## src/common/gcu_pkg.sv

```systemverilog
/*
 * shared widths, types, register numbers, layer address map and raster
 * constants of the graphics controller core; imported by every RTL block
 */
`default_nettype none

package gcu_pkg;

    // cpu bus and ram word
    localparam int WORD_W = 16;
    typedef logic [WORD_W-1:0] word_t;

    // main video ram, the pointer lives at this width
    localparam int VRAM_AW = 13;
    typedef logic [VRAM_AW-1:0] vram_addr_t;

    localparam int SCROLL_AW = 11;
    localparam int SPRITE_AW = 10;

    // low 13 bits of the written word, signed
    localparam int SCROLL_W = 13;
    typedef logic signed [SCROLL_W-1:0] scroll_t;

    localparam int POS_W = 9;

    // register numbers, bit 7 aliases the layer registers
    localparam logic [7:0] REG_NUM_MASK  = 8'h8F;
    localparam logic [7:0] REG_BG_X      = 8'h00;
    localparam logic [7:0] REG_BG_Y      = 8'h01;
    localparam logic [7:0] REG_FG_X      = 8'h02;
    localparam logic [7:0] REG_FG_Y      = 8'h03;
    localparam logic [7:0] REG_TXT_X     = 8'h04;
    localparam logic [7:0] REG_TXT_Y     = 8'h05;
    localparam logic [7:0] REG_SPR_X     = 8'h06;
    localparam logic [7:0] REG_SPR_Y     = 8'h07;
    localparam logic [7:0] REG_IRQ_ACK_A = 8'h0E;
    localparam logic [7:0] REG_IRQ_ACK_B = 8'h0F;
    localparam logic [7:0] REG_IRQ_ACK_C = 8'h8F;

    // layer map inside the main ram; above SPR_END only the main ram is written
    localparam vram_addr_t SCR0_BASE = 13'h0000;
    localparam vram_addr_t SCR1_BASE = 13'h0800;
    localparam vram_addr_t SCR2_BASE = 13'h1000;
    localparam vram_addr_t SPR_BASE  = 13'h1800;
    localparam vram_addr_t SPR_END   = 13'h1C00;

    // line where the vertical interrupt fires
    localparam logic [POS_W-1:0] VINT_LINE = 9'h0E6;

    // per-layer scroll offsets, consumed by the renderers
    localparam scroll_t BG_XOFFS  = -13'sh1D6;
    localparam scroll_t BG_YOFFS  = -13'sh1EF;
    localparam scroll_t FG_XOFFS  = -13'sh1D8;
    localparam scroll_t FG_YOFFS  = -13'sh1EF;
    localparam scroll_t TXT_XOFFS = -13'sh1DA;
    localparam scroll_t TXT_YOFFS = -13'sh1EF;
    localparam scroll_t SPR_XOFFS = 13'sh024;
    localparam scroll_t SPR_YOFFS = 13'sh001;

endpackage

`default_nettype wire

```

## src/hw/cpu_bus/scroll_regs.sv

```systemverilog
/*
 * register select and write path: holds the selected number, the eight
 * layer scroll registers, and pulses irq_ack when an ack number is selected
 */
`timescale 1ns/1ns
`default_nettype none

module scroll_regs (
    input  logic             CLK96,
    input  logic             RESET96,
    input  gcu_pkg::word_t   din,
    input  logic             op_select_reg,
    input  logic             op_write_reg,
    output gcu_pkg::scroll_t bg_scroll_x,
    output gcu_pkg::scroll_t bg_scroll_y,
    output gcu_pkg::scroll_t fg_scroll_x,
    output gcu_pkg::scroll_t fg_scroll_y,
    output gcu_pkg::scroll_t txt_scroll_x,
    output gcu_pkg::scroll_t txt_scroll_y,
    output gcu_pkg::scroll_t spr_scroll_x,
    output gcu_pkg::scroll_t spr_scroll_y,
    output logic             irq_ack
);
    import gcu_pkg::*;

    logic [7:0] reg_num;
    logic [7:0] sel_num;
    logic [7:0] dec_num;
    logic       sel_q;
    logic       sel_is_ack;
    scroll_t    wr_val;

    assign sel_num    = din[7:0] & REG_NUM_MASK;
    assign sel_is_ack = sel_num == REG_IRQ_ACK_A || sel_num == REG_IRQ_ACK_B
                        || sel_num == REG_IRQ_ACK_C;
    // bit 7 selects the same layer register
    assign dec_num    = {1'b0, reg_num[6:0]};
    assign wr_val     = scroll_t'(din[SCROLL_W-1:0]);

    always_ff @(posedge CLK96 or posedge RESET96) begin
        if (RESET96) begin
            reg_num      <= '0;
            sel_q        <= 1'b0;
            irq_ack      <= 1'b0;
            bg_scroll_x  <= '0;
            bg_scroll_y  <= '0;
            fg_scroll_x  <= '0;
            fg_scroll_y  <= '0;
            txt_scroll_x <= '0;
            txt_scroll_y <= '0;
            spr_scroll_x <= '0;
            spr_scroll_y <= '0;
        end else begin
            sel_q <= op_select_reg;
            // one pulse per select, not per held cycle
            irq_ack <= op_select_reg && !sel_q && sel_is_ack;
            if (op_select_reg) begin
                reg_num <= sel_num;
            end
            if (op_write_reg) begin
                case (dec_num)
                    REG_BG_X:  bg_scroll_x  <= wr_val;
                    REG_BG_Y:  bg_scroll_y  <= wr_val;
                    REG_FG_X:  fg_scroll_x  <= wr_val;
                    REG_FG_Y:  fg_scroll_y  <= wr_val;
                    REG_TXT_X: txt_scroll_x <= wr_val;
                    REG_TXT_Y: txt_scroll_y <= wr_val;
                    REG_SPR_X: spr_scroll_x <= wr_val;
                    REG_SPR_Y: spr_scroll_y <= wr_val;
                    // other numbers have no register here
                    default: ;
                endcase
            end
        end
    end

endmodule

`default_nettype wire

```

## config.mk

```make
export PLATFORM = sky130hd
export DESIGN_NAME = scroll_regs
export DESIGN_NICKNAME = d
export VERILOG_FILES = /design/src/common/gcu_pkg.sv /design/src/hw/cpu_bus/scroll_regs.sv
export SDC_FILE = /design/constraint.sdc
export NUM_CORES = 1
export LEC_CHECK = 0
export BUFFER_PORTS_ARGS = -buffer_cell sky130_fd_sc_hd__buf_2
export CAP_MARGIN = 20
export CORE_AREA = 2 2 127 98
export DETAILED_ROUTE_END_ITERATION = 6
export DIE_AREA = 0 0 129 100
export GPL_ROUTABILITY_DRIVEN = 0
export GPL_TIMING_DRIVEN = 0
export SLEW_MARGIN = 20
export SYNTH_ARGS = -nofsm -noshare
export SYNTH_HDL_FRONTEND = slang
export SYNTH_SLANG_ARGS = --single-unit
```

## constraint.sdc

```tcl
create_clock -name CLK96 -period 5.4 [get_ports CLK96]
set_clock_uncertainty 0.05 [all_clocks]
set_input_delay 0.27 -clock CLK96 [delete_from_list [all_inputs] [get_ports CLK96]]
set_output_delay 0.27 -clock CLK96 [all_outputs]
set_load 0.02 [all_outputs]
```

==> out/metrics.csv, run 1 <==
stage;metric;value;unit
routing;Total Routed Length;9.730;mm
cts;clock buffer depth;2;
logic_synthesis;multiplexer area fraction after synthesis;0.3027;
cts;Worst-Skew Late Latency;340;ps
global_route;gr busiest metal;met2;
global_route;global-route wire length before repair;15.25;mm
logic_synthesis;Synth cell types;21;
global_route;pin count of the biggest net entering global routing;61;
sta;Slew Limit Fails;0;
routing;via count;2508;
logic_synthesis;Cells after Synth;248;
cts;clock transition at the registers of the reported paths;70;ps
cts;number of setup buffers added after CTS;0;
floorplan;Core Area;11870;µm²
floorplan;I/O Pins;125;
status;status;complete, no violations;
power_and_ir_drop;Worst VDD drop;250.5;µV
logic_synthesis;Yosys warning count;0;
logic_synthesis;Synth area leaders;dfrtp_1 63%, mux2_2 20%, mux2_4 10%;
floorplan;Initial Utilization;0.3668;
power_and_ir_drop;LEAKAGE;0.002726;µW
logic_synthesis;post-synthesis sequential area ratio;0.6324;
sta;Fmax;577.8;MHz
floorplan;Die Ht;100;µm
place;Port Buf Inserts;118;
global_route;GRT overflow;0;
final_layout;Fill cells;1084;
worst_setup_path;WP data arrival;1910;ps
place;post-detail-place hpwl;6.636;mm
final_layout;multi-input logic area;1481;µm²
logic_synthesis;simple-gate share of the synthesized area;0.03650;
worst_setup_path;crit end category;flip-flop;
worst_setup_path;Worst Setup Path Type;reg -> reg;
global_route;met3 Resource Use GR;0.05704;
worst_setup_path;Crit Path Max Fanout;10;
worst_hold_path;Worst Hold Class;in -> reg;
final_layout;area grow syn2layout;26.16;%
sta;minimum clock period;1731;ps
sta;Min Hold Slack;72.77;ps
logic_synthesis;adder-cell share of the synthesized area;0;
floorplan;# rows;35;
sta;RSZ-0062 raised after global routing;false;
final_layout;Antenna diodes;0;
routing;starting DRC count in detailed routing;80;
sta;setup tns final;0;ps
routing;DRC violations left;0;
routing;DR WL/cell;17.69;µm
sta;fraction of the cycle the final worst path needs;0.3205;
global_route;vias in the first global route;2605;
flow_run;Max Cap Violations;0;
sta;# setup viols final;0;
cts;CTS buffer count;9;
global_route;grt met2 use;0.2340;
cts;root buffer cell;clkbuf_16;
cts;CTS H-tree lvls;3;
logic_synthesis;Syn Area/Cell;17.55;µm²
global_route;Global Route Usage Sum;0.1607;
logic_synthesis;Seq cells post-synth;110;
sta;worst slew pin tran;549.7;ps
logic_synthesis;Synth Cell Area;4353;µm²
logic_synthesis;post-synthesis compound-gate area fraction;0.001150;
final_layout;share of post-route cells with drive strength above 1;0.6797;
final_layout;register area;2753;µm²
routing;First-pass DRT Iterations;5;
logic_synthesis;largest family of logic cells by synthesized area;multiplexers;
logic_synthesis;Synth top area share;0.6324;
global_route;initial antenna violation count;0;
cts;Post-CTS Resized;0;
routing;Via-to-Cell Ratio;4.560;
power_and_ir_drop;P per Cell Area;551.9;nW/µm²
final_layout;nets;399;
sta;Rel. slew slack;0.6335;
cts;CTS tree;built;
floorplan;DIE AREA;12900;µm²
sta;Fin. Hold Viols;0;
global_route;met1 Use GR;0.2289;
worst_setup_path;crit start category;flip-flop;
cts;hold buffer count at CTS;1;
cts;CTS sink cnt;110;
routing;post-route antenna net violation count;0;
floorplan;die width;129;µm
logic_synthesis;Synth area leader;dfrtp_1;
logic_synthesis;post-synth net total;268;
worst_setup_path;CP required;5580;ps
logic_synthesis;Synth Area in XOR/XNOR;0;
worst paths after layout:
path | start | end | slack [ps] | depth (start not counted)
max | reg_num[3]$_DFFE_PP0P_ | spr_scroll_x[11]$_DFFE_PP0P_ | 3670 | 4
max reg2reg | reg_num[3]$_DFFE_PP0P_ | spr_scroll_x[11]$_DFFE_PP0P_ | 3670 | 4
max in group asynchronous | RESET96 | bg_scroll_x[7]$_DFFE_PP0P_ | 4170 | 4
min reg2reg | sel_q$_DFF_PP0_ | irq_ack$_DFF_PP0_ | 370 | 1
min in group asynchronous | RESET96 | fg_scroll_x[10]$_DFFE_PP0P_ | 480 | 3
min | op_select_reg | sel_q$_DFF_PP0_ | 70 | 1
per-layer routing:
layer,up-vias,routed length (µm)
met2,86,4184
met5,-,0
met1,1272,4735
li1,1142,-
met3,8,676
met4,0,134
cell usage after synthesis, drive strengths merged:
cell type / number
nand2b: 1
mux2: 107
nor4: 1
nor2b: 1
nand3b: 3
and3: 1
clkbuf: 3
nor2: 2
o21ai: 1
nand2: 4
inv: 2
nor3b: 3
dfrtp: 110
buf: 9
registers in the layout (all words and copies together) (netlist names):
name / flops
txt_scroll_y: 13
spr_scroll_x: 13
txt_scroll_x: 13
fg_scroll_y: 13
fg_scroll_x: 13
spr_scroll_y: 13
reg_num: 4
bg_scroll_x: 13
bg_scroll_y: 13
irq_ack: 1
sel_q: 1
final cells by class:
cell class / count / share of cell area
Sequential cell: 110 / 0.5013
Multi-Input combinational cell: 124 / 0.2698
Timing Repair Buffer: 120 / 0.1144
Clock buffer: 9 / 0.04101
Tap cell: 166 / 0.03782
Buffer: 12 / 0.02028
Clock inverter: 7 / 0.01321
Inverter: 2 / 0.002278
cell families (layout without fill, tap and decap cells):
kind of cell / after synthesis / count (layout)
AOI/OAI and AO/OA: 1 / 1
buffers and inverters: 14 / 150
DFF: 110 / 110
muxes: 107 / 107
and+or+nand+nor: 16 / 16
stage by stage:
| stage | total power, µW | instance area (µm²) | utilization | setup slack [ps] | cells |
|---|---|---|---|---|---|
| 6_report | 3031 | 5492 | 0.4627 | 3669 | 550 |
| 5_1_grt | 3202 | 5492 | 0.4627 | 3580 | 550 |
| 4_1_cts | 3070 | 5492 | 0.4627 | 3642 | 550 |
| 3_5_place_dp | 2394 | 5184 | 0.4368 | 3638 | 533 |
| 3_3_place_gp | 2365 | 5151 | 0.4341 | 972.5 | 532 |
| 2_1_floorplan | 1993 | 4353 | - | 2178 | 248 |
cells in the final DEF, fill, tap and decap left out:
cell type        n
clkinv_4         1
dlygate4sd3_1    1
clkbuf_1         3
inv_1            1
buf_12           1
nand2_2          1
clkinvlp_4       2
buf_6            6
inv_6            2
nor3b_4          3
and3_1           1
buf_2          119
nand3b_2         2
nor4_1           1
o21ai_0          1
mux2_4          30
clkinv_2         2
nand2_1          3
buf_4            1
mux2_2          77
dfrtp_1        110
nand2b_4         1
clkbuf_16        9
nor2_1           1
nor2_2           1
buf_16           1
nand3b_4         1
bufinv_16        1
nor2b_1          1
report_power, final:
part	internal (µW)	total [µW]	switching, µW
registers	1120	1270	154
clock network	361	664	304
logic	478	1090	614
critical path: stages (launching register included):
cell and delay (ps):
dfrtp_1 430, nand3b_4 220, nor3b_4 340, buf_6 230
mux2_2 350
(Power assumes the default switching activity.)
==> inputs of run 2 (changes only) <==
- clock period: 5.4 -> 1.67 ns (I/O delays scaled with it)
==> run 2 against run 1 <==
Compared with the run above:
- the flow now finishes with violations (setup timing)
- power increased to 3.2 times the previous value
- sequential power rose to 3.3 times the previous value
- combinational power grew to 3.4 times the previous value
- non-clock buffer count up 15
- die area unchanged
- hold slack got worse by 44 ps
- cell count up 2.7%
- routed wire length increased by 6.8%
- critical endpoint is now txt_scroll_y[6]$_DFFE_PP0P_
- largest cell class unchanged
- largest power group unchanged
- highest routed layer unchanged
==> out/metrics.csv, run 2 (synthesized netlist as in run 1, its figures left out) <==
stage;metric;value;unit;change
status;status;finished, violations left;;was complete, no violations
status;failing checks;setup timing;;
global_route;pin count of the biggest net entering global routing;35;;was 61
cts;clock buffer depth;2;;unchanged
worst_setup_path;CP required;1850;ps;was 5580 ps
final_layout;nets;414;;was 399
sta;RSZ-0062 raised after global routing;true;;was false
routing;via count;2558;;was 2,508
sta;Fmax;594.3;MHz;was 577.8 MHz
routing;starting DRC count in detailed routing;84;;was 80
worst_hold_path;hold depth;2;;was 1
global_route;grt met2 use;0.2499;;was 0.2340
floorplan;Die Ht;100;µm;unchanged
power_and_ir_drop;Worst VDD drop;735.6;µV;was 250.5 µV
global_route;met3 Resource Use GR;0.05490;;was 0.05704
sta;setup tns final;-38.18;ps;was 0 ps
cts;CTS sink cnt;110;;unchanged
cts;clock transition at the registers of the reported paths;70;ps;about the same
routing;Via-to-Cell Ratio;4.527;;was 4.560
floorplan;Initial Utilization;0.3668;;unchanged
worst_setup_path;Worst Reg-to-Reg Cells;4;;unchanged
sta;Slew Limit Fails;0;;unchanged
sta;Rel. slew slack;0.7061;;was 0.6335
routing;Total Routed Length;10.39;mm;was 9.730 mm
final_layout;most frequent cells in the layout;118 x buf_2, 107 x dfrtp_1, 65 x mux2_2, 42 x mux2_4, 12 x clkbuf_16;;was 119 x buf_2, 110 x dfrtp_1, 77 x mux2_2, 30 x mux2_4, 9 x clkbuf_16
routing;First-pass DRT Iterations;4;;was 5
sta;setup ws final;-12.66;ps;was 3669 ps
power_and_ir_drop;P per Cell Area;1703;nW/µm²;was 551.9 nW/µm²
global_route;vias in the first global route;2646;;was 2,605
cts;Worst-Skew Late Latency;340;ps;about the same
worst_setup_path;crit end category;flip-flop;;unchanged
cts;CTS tree;built;;unchanged
final_layout;Antenna diodes;0;;unchanged
floorplan;I/O Pins;125;;unchanged
sta;Fin. Hold Viols;0;;unchanged
worst_setup_path;Worst Setup Path Type;reg -> reg;;unchanged
global_route;GRT overflow;0;;unchanged
final_layout;share of post-route cells with drive strength above 1;0.6992;;was 0.6797
final_layout;area grow syn2layout;32.42;%;was 26.16%
routing;post-route antenna net violation count;0;;unchanged
routing;DR WL/cell;18.39;µm;was 17.69 µm
cts;CTS H-tree lvls;3;;unchanged
power_and_ir_drop;LEAKAGE;0.002886;µW;was 0.002726 µW
place;post-detail-place hpwl;6.844;mm;was 6.636 mm
floorplan;DIE AREA;12900;µm²;unchanged
final_layout;most common cell after layout, fill and taps aside;buf_2;;unchanged
flow_run;Max Cap Violations;0;;unchanged
sta;minimum clock period;1683;ps;was 1731 ps
sta;# setup viols final;5;;was 0
cts;root buffer cell;clkbuf_16;;unchanged
floorplan;Core Area;11870;µm²;unchanged
global_route;initial antenna violation count;0;;unchanged
cts;CTS buffer count;9;;unchanged
place;Post-DP Area;5215;µm²;was 5184 µm²
place;Port Buf Inserts;118;;unchanged
worst_setup_path;WP data arrival;1860;ps;was 1910 ps
place;pre-CTS WS;-84.50;ps;was 3638 ps
sta;worst slew pin tran;440.8;ps;was 549.7 ps
global_route;Global Route Usage Sum;0.1615;;was 0.1607
global_route;global-route wire length before repair;15.50;mm;was 15.25 mm
routing;DRC violations left;0;;unchanged
sta;fraction of the cycle the final worst path needs;1.008;;was 0.3205
worst_hold_path;Worst Hold Class;in -> reg;;unchanged
floorplan;# rows;35;;unchanged
worst_setup_path;reg-to-reg slack, setup;-10;ps;was 3670 ps
sta;Min Hold Slack;28.74;ps;was 72.77 ps
final_layout;final instance area;5764;µm²;was 5492 µm²
worst_setup_path;Crit Path Max Fanout;5;;was 10
global_route;met1 Use GR;0.2253;;was 0.2289
floorplan;die width;129;µm;unchanged
worst_setup_path;crit start category;flip-flop;;unchanged
global_route;gr busiest metal;met2;;unchanged
-- run 2: where the power goes --
group	total (µW)	switching [µW]	internal (µW)
Clock	2020	992	1030
Combinational	3660	2020	1640
Sequential	4130	511	3620
-- run 2: through the flow --
| step | utilization | power [µW] | std cells |
|---|---|---|---|
| global route | 0.4857 | 10380 | 565 |
| floorplan | - | 6444 | 248 |
| CTS | 0.4694 | 9846 | 557 |
| global placement | 0.4344 | 7647 | 532 |
| finish | 0.4857 | 9819 | 565 |
| detailed placement | 0.4394 | 7766 | 535 |
-- run 2: final timing paths --
| kind | startpoint | to |
|---|---|---|
| worst max-delay path | reg_num[3]$_DFFE_PP0P_ | txt_scroll_y[6]$_DFFE_PP0P_ |
| max in group asynchronous | RESET96 | spr_scroll_y[7]$_DFFE_PP0P_ |
| worst min-delay path | din[6] | bg_scroll_y[6]$_DFFE_PP0P_ |
| min in group asynchronous | RESET96 | bg_scroll_x[2]$_DFFE_PP0P_ |
| worst min register to register | sel_q$_DFF_PP0_ | irq_ack$_DFF_PP0_ |
| worst max register to register | reg_num[3]$_DFFE_PP0P_ | txt_scroll_y[6]$_DFFE_PP0P_ |
-- run 2: repair_timing --
action,CTS,global route
resized for setup,6,21
cloned,1,3
endpoints found under the setup margin,45,63
hold buffers,2,0
setup buffers,4,6
pin swaps,3,3
endpoints found under the hold margin,47,0
-- run 2: area by class of cell --
class | instances | area, µm²
Buffer | 10 | 116.4
Timing Repair Buffer | 137 | 835.8
Inverter | 2 | 11.26
Tap cell | 166 | 207.7
Clock inverter | 7 | 57.56
Sequential cell | 110 | 2756
Fill cell | 1054 | 6103
Clock buffer | 9 | 225.2
Multi-Input combinational cell | 124 | 1554
-- run 2: worst max-delay path, stage by stage (launching register included) --
cell and delay [ps]:
dfrtp_1 430, nand3b_4 230, nor3b_4 320, buf_6 220, mux2_4 320
-- run 2: routing by layer --
layer | wire (µm) | part of all wire
met4 | 92 | 0.0089
met1 | 5089 | 0.49
met2 | 4685 | 0.45
met5 | 0 | 0
met3 | 525 | 0.051
==> inputs of run 3 (changes only) <==
==> constraint.sdc (replaced) <==
create_clock -name CLK96 -period 1.67 [get_ports CLK96]
set_clock_uncertainty 0.05 [all_clocks]
set_input_delay 0.2505 -clock CLK96 [delete_from_list [all_inputs] [get_ports CLK96]]
set_output_delay 0.2505 -clock CLK96 [all_outputs]
set_load 0.02 [all_outputs]
==> run 3 against run 2 <==
Compared with the run above:
- critical path type unchanged
- combinational power barely moved
- sequential share of layout area increased by 0.083 points
- via count up 0.86%
- die area unchanged
- clock-buffer cell count did not move
- clock power about the same
- non-clock buffer count decreased by 1
- the run still ends with setup timing left
- routed wire length down 0.19%
- largest power group unchanged
==> out/metrics.csv, run 3 (synthesized netlist as in run 1, its figures left out) <==
stage;metric;value;unit;change
worst_setup_path;Worst path max stage delay;430;ps;about the same
sta;setup tns final;-17.21;ps;was -38.18 ps
routing;Total Routed Length;10.37;mm;was 10.39 mm
final_layout;nets;413;;was 414
global_route;vias in the first global route;2640;;was 2,646
routing;First-pass DRT Iterations;4;;unchanged
floorplan;Core Area;11870;µm²;unchanged
sta;worst slew pin tran;448.5;ps;was 440.8 ps
final_layout;Fill cells;1055;;was 1,054
final_layout;most frequent cells in the layout;118 x buf_2, 107 x dfrtp_1, 65 x mux2_2, 42 x mux2_4, 12 x clkbuf_16;;unchanged
sta;RSZ-0062 raised after global routing;true;;unchanged
floorplan;I/O Pins;125;;unchanged
power_and_ir_drop;combinational share of power;0.373;;about the same
cts;clock transition at the registers of the reported paths;70;ps;about the same
worst_setup_path;Setup crit end;txt_scroll_y[6]$_DFFE_PP0P_;;unchanged
worst_setup_path;CP bufs+invs;1;;unchanged
sta;Min Hold Slack;45.56;ps;was 28.74 ps
worst_setup_path;Worst path depth;4;;unchanged
worst_setup_path;r2r endpoint;txt_scroll_y[6]$_DFFE_PP0P_;;unchanged
cts;CTS sink cnt;110;;unchanged
sta;# setup viols final;4;;was 5
sta;Rel. slew slack;0.7010;;was 0.7061
place;Port Buf Inserts;118;;unchanged
global_route;initial antenna violation count;0;;unchanged
flow_run;Max Cap Violations;0;;unchanged
floorplan;Initial Utilization;0.3668;;unchanged
sta;setup ws final;-7.076;ps;was -12.66 ps
sta;Slew Limit Fails;0;;unchanged
cts;Worst-Skew Late Latency;340;ps;about the same
worst_setup_path;Crit Path Max Fanout;5;;unchanged
cts;CTS H-tree lvls;3;;unchanged
worst_setup_path;CP Cell Sequence;nand3b_4, nor3b_4, buf_6, mux2_4;;unchanged
global_route;global-route wire length before repair;15.49;mm;was 15.50 mm
place;post-detail-place hpwl;6.844;mm;unchanged
worst_setup_path;CP required;1850;ps;about the same
power_and_ir_drop;LEAKAGE;0.002882;µW;was 0.002886 µW
floorplan;Die Ht;100;µm;unchanged
sta;fraction of the cycle the final worst path needs;1.004;;was 1.008
global_route;pin count of the biggest net entering global routing;35;;unchanged
final_layout;multi-input logic area;1554;µm²;unchanged
final_layout;area grow syn2layout;32.19;%;was 32.42%
cts;CTS tree;built;;unchanged
place;Placed Cells;535;;unchanged
final_layout;Antenna diodes;0;;unchanged
cts;CTS buffer count;9;;unchanged
floorplan;die width;129;µm;unchanged
global_route;GRT overflow;0;;unchanged
routing;DRC violations left;0;;unchanged
routing;DR WL/cell;18.39;µm;about the same
power_and_ir_drop;Flop pwr share;0.421;;about the same
worst_setup_path;crit-path leading delay family;simple AND/OR/NAND/NOR gates;;unchanged
sta;minimum clock period;1677;ps;was 1683 ps
global_route;Global Route Usage Sum;0.1615;;unchanged
worst_setup_path;slowest CP cell;dfrtp_1;;unchanged
worst_setup_path;Worst Reg-to-Reg Cells;4;;unchanged
worst_setup_path;WP data arrival;1860;ps;about the same
final_layout;share of post-route cells with drive strength above 1;0.7010;;was 0.6992
worst_setup_path;crit end category;flip-flop;;unchanged
worst_setup_path;Crit. Startpoint;reg_num[3]$_DFFE_PP0P_;;unchanged
power_and_ir_drop;internal power;6295;µW;was 6297 µW
cts;root buffer cell;clkbuf_16;;unchanged
worst_hold_path;hold_sp;op_select_reg;;was din[6]
status;failing checks;setup timing;;unchanged
power_and_ir_drop;power share of the clock group;0.206;;about the same
worst_hold_path;Worst Hold Class;in -> reg;;unchanged
worst_setup_path;worst r2r src;reg_num[3]$_DFFE_PP0P_;;unchanged
routing;post-route antenna net violation count;0;;unchanged
routing;via count;2580;;was 2,558
worst_setup_path;Worst Setup Path Type;reg -> reg;;unchanged
sta;Fin. Hold Viols;0;;unchanged
final_layout;register area;2756;µm²;unchanged
floorplan;# rows;35;;unchanged
cts;clock buffer depth;2;;unchanged
final_layout;non-filler cells, final;564;;was 565
floorplan;DIE AREA;12900;µm²;unchanged
power_and_ir_drop;Worst VDD drop;735.3;µV;was 735.6 µV
power_and_ir_drop;P per Cell Area;1705;nW/µm²;was 1703 nW/µm²
power_and_ir_drop;Switching Power;3518;µW;was 3522 µW
routing;starting DRC count in detailed routing;80;;was 84
final_layout;most common cell after layout, fill and taps aside;buf_2;;unchanged
worst_setup_path;crit start category;flip-flop;;unchanged
power_and_ir_drop;switching share of total power;0.3585;;was 0.3587
status;status;finished, violations left;;unchanged
routing;Via-to-Cell Ratio;4.574;;was 4.527
sta;Fmax;596.3;MHz;was 594.3 MHz
worst_setup_path;reg-to-reg slack, setup;-7;ps;was -10 ps
power_and_ir_drop;Power, Total;9814;µW;was 9819 µW
## run 3: cell count changes in the layout (fill, tap and decap cells not counted)
cell	delta
dlygate4sd3_1	-1
## run 3: worst min path at each step
stage | end | slack [ps] | cells past startpoint
after global routing | sel_q$_DFF_PP0_ | 40 | 1
final | sel_q$_DFF_PP0_ | 50 | 1
after CTS | sel_q$_DFF_PP0_ | 40 | 1
after floorplan | sel_q$_DFF_PP0_ | 230 | 0
after global placement | irq_ack$_DFF_PP0_ | 340 | 1
after detailed placement | fg_scroll_x[2]$_DFFE_PP0P_ | 210 | 2
## run 3: stage by stage
| stage | util | instance area, µm² | setup slack, ps |
|---|---|---|---|
| after detailed placement | 0.4394 | 5215 | -84.50 |
| after floorplan | - | 4357 | 40.02 |
| after global routing | 0.4849 | 5754 | -62.67 |
| after CTS | 0.4685 | 5560 | -34.25 |
| final | 0.4849 | 5754 | -7.076 |
| after global placement | 0.4344 | 5155 | -671.0 |
## run 3: repair_timing
action | 4_1_cts | 5_1_grt
setup endpoints to repair | 45 | 63
cloned | 1 | 3
setup buffers | 4 | 6
gates resized for setup | 6 | 21
endpoints found under the hold margin | 15 | 0
hold buffers | 1 | 0
pin swaps | 3 | 3
## run 3: final cells by class
cell class,instances,share of cell area
Inverter,2,0.001957
Clock inverter,7,0.01000
Multi-Input combinational cell,124,0.2701
Clock buffer,9,0.03914
Sequential cell,110,0.4790
Timing Repair Buffer,136,0.1435
Tap cell,166,0.03609
Buffer,10,0.02022
## run 3: routing by layer
layer / part of all wire / up-vias / global-route usage
li1: - / 1166 / -
met1: 0.49 / 1324 / 0.2253
met2: 0.45 / 78 / 0.2499
met3: 0.052 / 12 / 0.05490
met4: 0.0088 / 0 / 0.02759
met5: 0 / - / 0
## run 3: power by group through the flow
stage	sequential, µW	combinational [µW]	clock (µW)
floorplan	5340	1110	0
global placement	4110	3540	0
detailed placement	4170	3600	0
CTS	4130	3620	2090
global route	4280	3890	2210
finish	4130	3660	2020
